File: src/logic/cam_macros.svh
`ifndef CAM_MACROS_SVH
`define CAM_MACROS_SVH

// ----------------------------------------
// horizontal raster, in clk cycles
// ----------------------------------------
`define CAM_H_ACTIVE    8   // visible pixels per line
`define CAM_H_FP        2
`define CAM_H_SYNC      2
`define CAM_H_BP        2

// ----------------------------------------
// vertical raster, in lines
// ----------------------------------------
`define CAM_V_ACTIVE    4   // visible lines per frame
`define CAM_V_FP        1
`define CAM_V_SYNC      1
`define CAM_V_BP        1

`define CAM_FIFO_DEPTH  16  // entries, also initial credits

`define CAM_RST_RELEASE 20  // cycles until sensor leaves reset
`define CAM_CFG_START   40  // cycles until configuration may begin

`endif

File: src/logic/cam_pkg.sv
package cam_pkg;

    // sensor pixel as it comes off the byte pair packer
    typedef struct packed {
        logic [4:0] red;    // high bits
        logic [5:0] green;
        logic [4:0] blue;
    } rgb565_t;

    // one pixel word, read raw or split into colours
    typedef union packed {
        logic [15:0] raw;
        rgb565_t     fields;
    } pixel_word_t;

    // display side colour, 8 bits per channel
    typedef struct packed {
        logic [7:0] red;
        logic [7:0] green;
        logic [7:0] blue;
    } rgb888_t;

endpackage

File: src/logic/sensor_power_seq.sv
`include "cam_macros.svh"

module sensor_power_seq (
    input  logic clk,
    input  logic rst_n,
    output logic sensor_rst_n,
    output logic config_start
);

    localparam int CNT_W = $clog2(`CAM_CFG_START + 1);

    logic [CNT_W-1:0] delay_cnt;    // cycles since reset release

    // counter stops once the later event is reached, both levels then hold
    always_ff @(posedge clk or negedge rst_n)
    begin
        if (!rst_n)
        begin
            delay_cnt    <= '0;
            sensor_rst_n <= 1'b0;   // sensor held in reset
            config_start <= 1'b0;
        end
        else
        begin
            if (delay_cnt != CNT_W'(`CAM_CFG_START))
            begin
                delay_cnt <= delay_cnt + 1'b1;  // saturating
            end
            if (delay_cnt == CNT_W'(`CAM_RST_RELEASE - 1))
            begin
                sensor_rst_n <= 1'b1;           // high on cycle RST_RELEASE
            end
            if (delay_cnt == CNT_W'(`CAM_CFG_START - 1))
            begin
                config_start <= 1'b1;           // high on cycle CFG_START
            end
        end
    end

endmodule

File: src/logic/byte_pair_packer.sv
`include "cam_macros.svh"

module byte_pair_packer (
    input  logic                clk,
    input  logic                rst_n,
    input  logic                cam_href,
    input  logic                cam_byte_valid,
    input  logic [7:0]          cam_db,
    input  logic                credit_return,
    output logic                push,
    output cam_pkg::pixel_word_t push_pixel,
    output logic                overflow
);

    localparam int CRED_W = $clog2(`CAM_FIFO_DEPTH + 1);

    logic              byte_ok;     // byte strobe inside a line
    logic              phase;       // 1 = high byte already held
    logic              pair_done;
    logic              have_credit;
    logic              spend;
    logic [7:0]        hi_byte;
    logic [CRED_W-1:0] credits;     // free FIFO slots seen by the packer

    assign byte_ok     = cam_href & cam_byte_valid;
    assign pair_done   = byte_ok & phase;
    assign have_credit = (credits != '0);
    assign spend       = pair_done & have_credit;

    // ----------------------------------------
    // pair phase, credits, overflow
    // ----------------------------------------
    always_ff @(posedge clk or negedge rst_n)
    begin
        if (!rst_n)
        begin
            phase    <= 1'b0;
            push     <= 1'b0;
            credits  <= CRED_W'(`CAM_FIFO_DEPTH);
            overflow <= 1'b0;
        end
        else
        begin
            push <= spend;                          // one cycle after 2nd byte
            if (!cam_href)
                phase <= 1'b0;                      // realign on every line
            else if (byte_ok)
                phase <= ~phase;
            credits <= credits + CRED_W'(credit_return) - CRED_W'(spend);
            if (pair_done && !have_credit)
                overflow <= 1'b1;                   // pixel lost, sticky
        end
    end

    // payload path
    always_ff @(posedge clk)
    begin
        if (byte_ok && !phase)
            hi_byte <= cam_db;
        if (pair_done)
            push_pixel.raw <= {hi_byte, cam_db};    // first byte is the high half
    end

endmodule

File: src/logic/pixel_line_fifo.sv
`include "cam_macros.svh"

module pixel_line_fifo (
    input  logic                 clk,
    input  logic                 rst_n,
    input  logic                 push,
    input  cam_pkg::pixel_word_t push_pixel,
    input  logic                 pop,
    output cam_pkg::pixel_word_t pop_pixel,
    output logic                 not_empty,
    output logic                 credit_return
);

    import cam_pkg::*;

    localparam int PTR_W = $clog2(`CAM_FIFO_DEPTH);
    localparam int CNT_W = $clog2(`CAM_FIFO_DEPTH + 1);

    pixel_word_t      mem [`CAM_FIFO_DEPTH];
    logic [PTR_W-1:0] wr_ptr;
    logic [PTR_W-1:0] rd_ptr;
    logic [CNT_W-1:0] count;    // occupied entries

    assign pop_pixel = mem[rd_ptr];     // show-ahead read
    assign not_empty = (count != '0);

    // no full check here, the packer's credits keep pushes in bounds
    always_ff @(posedge clk)
    begin
        if (push)
            mem[wr_ptr] <= push_pixel;
    end

    always_ff @(posedge clk or negedge rst_n)
    begin
        if (!rst_n)
        begin
            wr_ptr        <= '0;
            rd_ptr        <= '0;
            count         <= '0;
            credit_return <= 1'b0;
        end
        else
        begin
            if (push)
                wr_ptr <= (wr_ptr == PTR_W'(`CAM_FIFO_DEPTH - 1)) ? '0 : wr_ptr + 1'b1;
            if (pop)
                rd_ptr <= (rd_ptr == PTR_W'(`CAM_FIFO_DEPTH - 1)) ? '0 : rd_ptr + 1'b1;
            case ({push, pop})
                2'b10:   count <= count + 1'b1;
                2'b01:   count <= count - 1'b1;
                default: count <= count;
            endcase
            credit_return <= pop;   // slot freed, tell the packer
        end
    end

endmodule

File: src/logic/raster_timing_gen.sv
`include "cam_macros.svh"

module raster_timing_gen (
    input  logic clk,
    input  logic rst_n,
    output logic raw_hs,
    output logic raw_vs,
    output logic raw_de
);

    localparam int H_TOTAL      = `CAM_H_ACTIVE + `CAM_H_FP + `CAM_H_SYNC + `CAM_H_BP;
    localparam int H_SYNC_START = `CAM_H_ACTIVE + `CAM_H_FP;
    localparam int H_SYNC_END   = H_SYNC_START + `CAM_H_SYNC;
    localparam int V_TOTAL      = `CAM_V_ACTIVE + `CAM_V_FP + `CAM_V_SYNC + `CAM_V_BP;
    localparam int V_SYNC_START = `CAM_V_ACTIVE + `CAM_V_FP;
    localparam int V_SYNC_END   = V_SYNC_START + `CAM_V_SYNC;
    localparam int HW           = $clog2(H_TOTAL);
    localparam int VW           = $clog2(V_TOTAL);

    logic [HW-1:0] h_cnt;   // pixel within line
    logic [VW-1:0] v_cnt;   // line within frame
    logic          line_end;

    assign line_end = (h_cnt == HW'(H_TOTAL - 1));

    // ----------------------------------------
    // counters, frame starts in vertical blanking
    // ----------------------------------------
    always_ff @(posedge clk or negedge rst_n)
    begin
        if (!rst_n)
        begin
            h_cnt <= '0;
            v_cnt <= VW'(`CAM_V_ACTIVE);    // gives the FIFO time to fill
        end
        else
        begin
            h_cnt <= line_end ? '0 : h_cnt + 1'b1;
            if (line_end)
                v_cnt <= (v_cnt == VW'(V_TOTAL - 1)) ? '0 : v_cnt + 1'b1;
        end
    end

    // active, front porch, sync, back porch
    assign raw_hs = !((h_cnt >= HW'(H_SYNC_START)) && (h_cnt < HW'(H_SYNC_END)));
    assign raw_vs = !((v_cnt >= VW'(V_SYNC_START)) && (v_cnt < VW'(V_SYNC_END)));
    assign raw_de = (h_cnt < HW'(`CAM_H_ACTIVE)) && (v_cnt < VW'(`CAM_V_ACTIVE));

endmodule

File: src/logic/pixel_out_stage.sv
module pixel_out_stage (
    input  logic                 clk,
    input  logic                 rst_n,
    input  logic                 raw_hs,
    input  logic                 raw_vs,
    input  logic                 raw_de,
    input  logic                 not_empty,
    input  cam_pkg::pixel_word_t pop_pixel,
    output logic                 pop,
    output logic                 hs_out,
    output logic                 vs_out,
    output logic                 de_out,
    output cam_pkg::rgb888_t     rgb_out,
    output logic                 underrun
);

    import cam_pkg::*;

    logic    hs_d1;
    logic    vs_d1;
    logic    de_d1;
    rgb888_t pix_wide;  // popped pixel or black
    rgb888_t pix_d1;

    assign pop = raw_de & not_empty;

    always_comb
    begin
        pix_wide = '0;  // blanking and empty FIFO both give black
        if (pop)
        begin
            pix_wide.red   = {pop_pixel.fields.red,   3'b000};
            pix_wide.green = {pop_pixel.fields.green, 2'b00};
            pix_wide.blue  = {pop_pixel.fields.blue,  3'b000};
        end
    end

    // two stage pipe, syncs idle high
    always_ff @(posedge clk or negedge rst_n)
    begin
        if (!rst_n)
        begin
            {hs_d1, hs_out} <= 2'b11;
            {vs_d1, vs_out} <= 2'b11;
            {de_d1, de_out} <= 2'b00;
            pix_d1          <= '0;
            rgb_out         <= '0;
            underrun        <= 1'b0;
        end
        else
        begin
            {hs_d1, hs_out} <= {raw_hs, hs_d1};
            {vs_d1, vs_out} <= {raw_vs, vs_d1};
            {de_d1, de_out} <= {raw_de, de_d1};
            pix_d1          <= pix_wide;
            rgb_out         <= pix_d1;
            if (raw_de && !not_empty)
                underrun <= 1'b1;   // display outran the sensor, sticky
        end
    end

endmodule

File: src/logic/cam_display_top.sv
module cam_display_top (
    input  logic             clk,
    input  logic             rst_n,
    input  logic             cam_href,
    input  logic             cam_byte_valid,
    input  logic [7:0]       cam_db,
    output logic             sensor_rst_n,
    output logic             config_start,
    output logic             hs_out,
    output logic             vs_out,
    output logic             de_out,
    output cam_pkg::rgb888_t rgb_out,
    output logic             overflow,
    output logic             underrun
);

    import cam_pkg::*;

    // ----------------------------------------
    // camera side
    // ----------------------------------------
    logic        push;
    pixel_word_t push_pixel;
    logic        credit_return;     // one per freed FIFO slot

    // ----------------------------------------
    // display side
    // ----------------------------------------
    logic        pop;
    pixel_word_t pop_pixel;
    logic        not_empty;
    logic        raw_hs;
    logic        raw_vs;
    logic        raw_de;

    sensor_power_seq u_power_seq (
        .clk          (clk),
        .rst_n        (rst_n),
        .sensor_rst_n (sensor_rst_n),
        .config_start (config_start)
    );

    byte_pair_packer u_packer (
        .clk            (clk),
        .rst_n          (rst_n),
        .cam_href       (cam_href),
        .cam_byte_valid (cam_byte_valid),
        .cam_db         (cam_db),
        .credit_return  (credit_return),
        .push           (push),
        .push_pixel     (push_pixel),
        .overflow       (overflow)
    );

    pixel_line_fifo u_line_fifo (
        .clk           (clk),
        .rst_n         (rst_n),
        .push          (push),
        .push_pixel    (push_pixel),
        .pop           (pop),
        .pop_pixel     (pop_pixel),
        .not_empty     (not_empty),
        .credit_return (credit_return)
    );

    raster_timing_gen u_timing (
        .clk    (clk),
        .rst_n  (rst_n),
        .raw_hs (raw_hs),
        .raw_vs (raw_vs),
        .raw_de (raw_de)
    );

    pixel_out_stage u_out_stage (
        .clk       (clk),
        .rst_n     (rst_n),
        .raw_hs    (raw_hs),
        .raw_vs    (raw_vs),
        .raw_de    (raw_de),
        .not_empty (not_empty),
        .pop_pixel (pop_pixel),
        .pop       (pop),
        .hs_out    (hs_out),
        .vs_out    (vs_out),
        .de_out    (de_out),
        .rgb_out   (rgb_out),
        .underrun  (underrun)
    );

endmodule

File: config.mk
export PLATFORM = sky130hd
export DESIGN_NAME = cam_display_top
export DESIGN_NICKNAME = d
export VERILOG_FILES = /design/src/logic/cam_pkg.sv /design/src/logic/sensor_power_seq.sv /design/src/logic/byte_pair_packer.sv /design/src/logic/pixel_line_fifo.sv /design/src/logic/raster_timing_gen.sv /design/src/logic/pixel_out_stage.sv /design/src/logic/cam_display_top.sv
export VERILOG_INCLUDE_DIRS = /design/src /design/src/logic
export SDC_FILE = /design/constraint.sdc
export NUM_CORES = 1
export LEC_CHECK = 0
export BUFFER_PORTS_ARGS = -buffer_cell sky130_fd_sc_hd__buf_2
export CAP_MARGIN = 20
export CORE_MARGIN = 8
export CORE_UTILIZATION = 65
export DETAILED_ROUTE_END_ITERATION = 10
export GPL_TIMING_DRIVEN = 0
export PLACE_DENSITY_LB_ADDON = 0.3
export SYNTH_ARGS = -nofsm -noshare
export SYNTH_HDL_FRONTEND = slang
export SYNTH_SLANG_ARGS = --single-unit
File: constraint.sdc
create_clock -name clk -period 8.4 [get_ports clk]
set_clock_uncertainty 0.2 [all_clocks]
set_input_delay 0.84 -clock clk [delete_from_list [all_inputs] [get_ports clk]]
set_output_delay 0.84 -clock clk [all_outputs]
set_load 0.005 [all_outputs]
Yosys cells after proc, flatten, opt, wreduce, memory -nomap -nowiden
Memories as Yosys holds them, arrays and structs flattened.
Index checks and enable logic that the tools add are counted.
{ "classes": {"n_addsub": 9, "mul": 0, "div": 0, "n_lt_le_gt_ge": 6, "n_eq_ne": 10, "n_shift": 0, "muxes": 10, "bitwise": 5, "n_reduce_logical": 14} }
{ "ops": {"columns": ["operator", "count"], "rows": [
  ["$mux W24", 1],
  ["$add A4 B1 Y4 const B", 3],
  ["$eq A4 B4 Y1 const B", 3],
  ["$mux W4", 3],
  ["$pmux W5 S2", 1],
  ["$reduce_bool A5 Y1", 2],
  ["$lt A4 B4 Y1 const B", 2],
  ["$add A6 B1 Y6 const B", 1],
  ["$eq A6 B5 Y1 const B", 1],
  ["$eq A6 B6 Y1 const B", 1],
  ["$logic_and A1 B1 Y1", 6],
  ["$lt A3 B3 Y1 const B", 2],
  ["$ne A6 B6 Y1 const B", 1],
  ["$add A5 B1 Y5", 1],
  ["$add A5 B1 Y5 const B", 1],
  ["$logic_not A1 Y1", 5],
  ["$sub A5 B1 Y5", 1],
  ["$sub A5 B1 Y5 const B", 1],
  ["$and A1 B1 Y1", 4],
  ["$ge A4 B4 Y1 const B", 1],
  ["$mux W1", 4],
  ["$add A3 B1 Y3 const B", 1],
  ["$eq A3 B3 Y1 const B", 1],
  ["$ge A3 B3 Y1 const B", 1],
  ["6 further kinds", 6]
]} }
{ "word_totals": {"register_bits": 116, "latchBits": 0, "ram_bits": 256, "romBits": 0, "in_bits": 12, "out_inout_bits": 31, "word_cells": 83, "n_memories": 1} }
{ "memory_table": {"columns": ["name", "words", "width", "rd", "rd_clocked_by_memory_dff", "write_ports", "line", "source"], "rows": [
  ["u_line_fifo.mem", 16, 16, 1, 0, 1, "pixel_line_fifo.sv:19", "pixel_word_t mem [`CAM_FIFO_DEPTH];"]
]} }

Longest topological paths before layout
{ "logic_depth": {"depth_word": 5, "ltp_mapped": 12, "mapped_depth_nobuf": 12} }

Hierarchy
Synthesis repeated with hierarchy kept, for this count alone.
{ "hier_totals": {"cells_unflattened": 699, "area_unflattened_um2": 13715.7} }
{ "by_module_without_submodules": {"columns": ["mod", "instances", "cells_each", "area_per_inst_um2", "seq_area_each_um2"], "rows": [
  ["pixel_line_fifo", 1, 497, 10560.1, 8037.7],
  ["pixel_out_stage", 1, 69, 1184.9, 980.9],
  ["byte_pair_packer", 1, 65, 1177.4, 922.1],
  ["sensor_power_seq", 1, 30, 397.9, 200.2],
  ["raster_timing_gen", 1, 38, 395.4, 176.4]
]} }

Least setup slack after synthesis
OpenSTA, ideal clock, no wires.
{ "synth_path": {"kind": "input to register", "start": "input cam_href", "end": "register u_packer.credits[4]", "setup_ns": 0.075, "arrival_time_ns": 2.716, "setup_slack_ns": 5.408, "stages": 10, "path_buffers": 0, "path_cell_list": "and3_1 nor2b_1 ha_1 inv_1 ha_1 fa_1 a21oi_1 nor2_1 nor2_1 xnor2_1"} }
{ "synth_via": {"elab_chain_cells": 4} }
{ "synth_lines": {"columns": ["item", "line", "source"], "rows": [
  ["from (decl)", "cam_display_top.sv:4", "input logic cam_href,"],
  ["$and A1 B1 Y1", "byte_pair_packer.sv:25", "assign byte_ok = cam_href & cam_byte_valid;"],
  ["$and A1 B1 Y1", "byte_pair_packer.sv:26", "assign pair_done = byte_ok & phase;"],
  ["$and A1 B1 Y1", "byte_pair_packer.sv:28", "assign spend = pair_done & have_credit;"],
  ["via u_packer.spend", "byte_pair_packer.sv:21", "logic spend;"],
  ["$sub A5 B1 Y5", "byte_pair_packer.sv:49", "credits <= credits + CRED_W'(credit_return) - CRED_W'(spend);"],
  ["to (signal assigned)", "byte_pair_packer.sv:39", "credits <= CRED_W'(`CAM_FIFO_DEPTH);"],
  ["to (signal assigned)", "byte_pair_packer.sv:49", null],
  ["to (decl)", "byte_pair_packer.sv:23", "logic [CRED_W-1:0] credits;"]
]} }
The timed path passes the listed nets, and every way through them passes these cells.
A chain may end at the register's enable or synchronous reset.

Worst setup path after layout
{ "layout_path": {"start": "register u_line_fifo.count[0]", "end": "register u_line_fifo.count[4]"} }
{ "layout_via": {"elab_chain_cells": 4} }
{ "layout_lines": {"columns": ["item", "line", "source"], "rows": [
  ["from (decl)", "pixel_line_fifo.sv:22", "logic [CNT_W-1:0] count;"],
  ["from (signal assigned)", "pixel_line_fifo.sv:50", "2'b10: count <= count + 1'b1;"],
  ["from (signal assigned)", "pixel_line_fifo.sv:51", "2'b01: count <= count - 1'b1;"],
  ["from (signal assigned)", "pixel_line_fifo.sv:52", "default: count <= count;"],
  ["$reduce_bool A5 Y1 *", "pixel_line_fifo.sv:25", "assign not_empty = (count != '0);"],
  ["$and A1 B1 Y1 *", "pixel_out_stage.sv:25", "assign pop = raw_de & not_empty;"],
  ["via pop", "cam_display_top.sv:29", "logic pop;"],
  ["$eq A2 B1 Y1 / $eq A2 B2 Y1 (equally long branches)", "pixel_line_fifo.sv:49", "case ({push, pop})"],
  ["$pmux W5 S2 / $reduce_bool A2 Y1 (equally long branches)", null, null]
]} }
The timed path passes the listed nets; every way through them passes the cells marked *.

==> reports/qor.txt <==
Outcome - finished clean
Final net count - 810
Routability cong. - 0.789
CTS buffer count - 35
Crit path kind - reg2reg
YS warnings - 0
Port buffer count - 34
Die X - 161 um
First-pass GRT wire length - 43.4 mm
EDFF count, synth - 280
# IOs - 43
Tcrit/Tclk final - 38.1%
Clock sink count - 356
#FFs+latches synth - 356
Final setup viols - 0
TritonCTS clock tree - yes
First drt pass iteration count - 5
Max-cap violations - 0
CTS resizes - 0
Total core area - 20800 um^2
Critical Path RT - 8.57 ns
Post-synthesis sequential area ratio - 75.8%
Crit start category - register
Worst slack, placed - 4.87 ns
Die Y - 161 um
Cell Area, Synth - 13600 um^2
Worst-Skew Late Latency - 0.52 ns
Clock buffer depth - 3
Hold WC Path Type - reg2reg
Initial antenna violation count - 0
Worst path arrival time - 3.37 ns
Share of layout cells above drive strength 1 - 28.0%
Number of distinct library cells after synthesis - 55
Fillers - 1078
Asr flop ratio synth - 21.3%
Final WS setup - 5.20 ns
Tmin final - 3.20 ns
H-tree depth - 2
Routed WL - 28.7 mm
Gr usage total - 22.6%
Post-route ant nets - 0
P&R area growth vs syn - 15.1%
Slew @ Worst Pin - 0.956 ns
Largest net degree at the start of global routing - 77
RSZ-0062 raised after global routing - false
P_leak - 5.58 nW
Syn_area_per_cell - 19.9 um^2
1st-iter DRT viols - 887
Die ar. - 25800 um^2
Vias in the first global route - 7304
Via Count - 6903
Num rows - 53
Overflow after GRT - 0
Clk pin slew, worst setup/hold paths - 0.06 ns
Hold_buf cts - 0
Top_reg_cell synth - edfxtp_1
Power Dens Cells - 322 nW/um^2
Setup TNS - 0 ns
Maximum clock rate - 312 MHz
Post-CTS setup buffers - 0
Ant diodes - 0
Final hold vios - 0
IR drop worst, VDD - 229 uV
Crit Path Max Fanout - 10
Starting Density - 65.6%
Post-DP HPWL - 17.6 mm
Syn Inst Count - 684
Clock Tree Root - clkbuf_16
DRC Markers - 0
Critical path capture point type - register
Final max-slew violation count - 0
Worst relative slew slack - 36.3%
Vias per cell - 6.39
DR WL/cell - 26.6 um
[critical path, cell delays in order, from the launching register on]
cell	delay [ns]
dfrtp_1	0.45
nor3_1	0.11
a211o_2	0.44
inv_4	0.14
ha_1	0.18
clkbuf_1	0.35
xor2_1	0.13
ha_1	0.23
o211a_1	0.24
or4_1	0.41
o2111ai_1	0.11
a311oi_1	0.07
[layout make-up]
| cell class | instances | area, um^2 | area share [%] |
|---|---|---|---|
| Sequential cell | 356 | 10300 | 65.8 |
| Multi-Input combinational cell | 285 | 3070 | 19.6 |
| Clock buffer | 43 | 947 | 6.04 |
| Timing Repair Buffer | 50 | 390 | 2.49 |
| Tap cell | 275 | 344 | 2.20 |
| Clock inverter | 21 | 305 | 1.95 |
| Buffer | 33 | 225 | 1.44 |
| Inverter | 17 | 66.3 | 0.423 |
[power by group]
| group | internal [W] | total (W) | switching [W] |
|---|---|---|---|
| Clock | 0.00103 | 0.00168 | 0.000655 |
| Sequential | 0.00204 | 0.00213 | 0.0000843 |
| Combinational | 0.000568 | 0.00124 | 0.000676 |
| Total | 0.00364 | 0.00505 | 0.00141 |
[kinds of logic after synthesis]
| family | share of synthesized area (%) |
|---|---|
| DFF | 75.8 |
| muxes | 13.1 |
| and+or+nand+nor | 3.29 |
| AOI/OAI and AO/OA | 2.75 |
| buffers and inverters | 2.14 |
| adders and majority gates | 1.89 |
| xor gates and xnor gates | 1.03 |
| other | 0.0275 |
[final timing paths]
| kind | from | to | slack (ns) | cells past startpoint |
|---|---|---|---|---|
| max | u_line_fifo.count[0] | u_line_fifo.count[4] | 5.20 | 11 |
| min | u_out_stage.pix_d1[3] | u_out_stage.rgb_out[3] | 0.15 | 0 |
| min reg2reg | u_out_stage.pix_d1[3] | u_out_stage.rgb_out[3] | 0.15 | 0 |
| max reg2reg | u_line_fifo.count[0] | u_line_fifo.count[4] | 5.20 | 11 |
| min in group asynchronous | rst_n | u_timing.h_cnt[2] | 0.28 | 1 |
| max in group asynchronous | rst_n | u_out_stage.pix_d1[14] | 7.11 | 1 |
[metrics by stage]
stage / util [%] / hold slack [ns] / area, um^2 / std cells / power, W
6_report: 75.5 / 0.146 / 15700 / 1080 / 0.00505
3_3_place_gp: 68.2 / 0.131 / 14200 / 1000 / 0.00328
5_1_grt: 75.5 / 0.157 / 15700 / 1080 / 0.00523
4_1_cts: 75.5 / 0.148 / 15700 / 1080 / 0.00507
2_1_floorplan: - / 0.131 / 13600 / 691 / 0.00300
3_5_place_dp: 69.5 / 0.135 / 14400 / 1016 / 0.00336
[flip-flops by register name, summed over array words and instances, names as in the netlist, 3 cells and up]
register	cells
u_out_stage.pix_d1	16
u_out_stage.rgb_out	16
u_packer.credits	5
u_packer.hi_byte	8
u_timing.v_cnt	3
u_line_fifo.wr_ptr	4
u_line_fifo.rd_ptr	4
u_power_seq.delay_cnt	6
u_timing.h_cnt	4
u_line_fifo.count	5
u_packer.push_pixel	16
u_line_fifo.mem	256
[routing by layer]
metal | vias to the layer above | wire length (um) | GRT usage [%]
met2 | 419 | 14500 | 37.5
met3 | 97 | 2410 | 5.17
li1 | 2883 | - | -
met5 | - | 0 | 0
met1 | 3504 | 10500 | 27.9
met4 | 0 | 1320 | 11.1
[synthesized netlist by cell type (3+ instances only)]
library cell	instances	area (um^2)
a31o_1	3	26.3
nand2_1	26	97.6
a311oi_1	3	26.3
dfrtp_1	70	1750
nand2b_1	7	43.8
o21ai_0	6	30.0
xnor2_1	10	87.6
o22ai_1	16	100
nor2_1	21	78.8
buf_4	9	67.6
and2_1	3	18.8
a21oi_1	6	30.0
xor2_1	6	52.6
buf_2	12	60.1
mux2i_1	30	300
buf_6	7	78.8
edfxtp_1	280	8410
dfstp_2	6	158
nand3_1	6	30.0
o21ai_1	6	30.0
nor2b_1	6	37.5
a21o_1	4	30.0
nor3_1	3	15.0
clkbuf_1	4	15.0
mux4_2	60	1350
inv_1	16	60.1
nor3b_1	3	22.5
mux4_1	3	78.8
ha_1	19	238
[cell usage in the layout (no fill, tap or decap), drive strengths merged, types with 7 or more instances in the layout]
master  instances
buf            79
nand2          27
edfxtp        280
xnor2          10
clkbuf         47
ha             19
inv            19
nand2b          8
o21ai          12
nor2           22
mux2i          30
dfrtp          70
clkinv         10
mux4           63
conb            8
bufinv          7
o22ai          16
(Power assumes the default switching activity.)
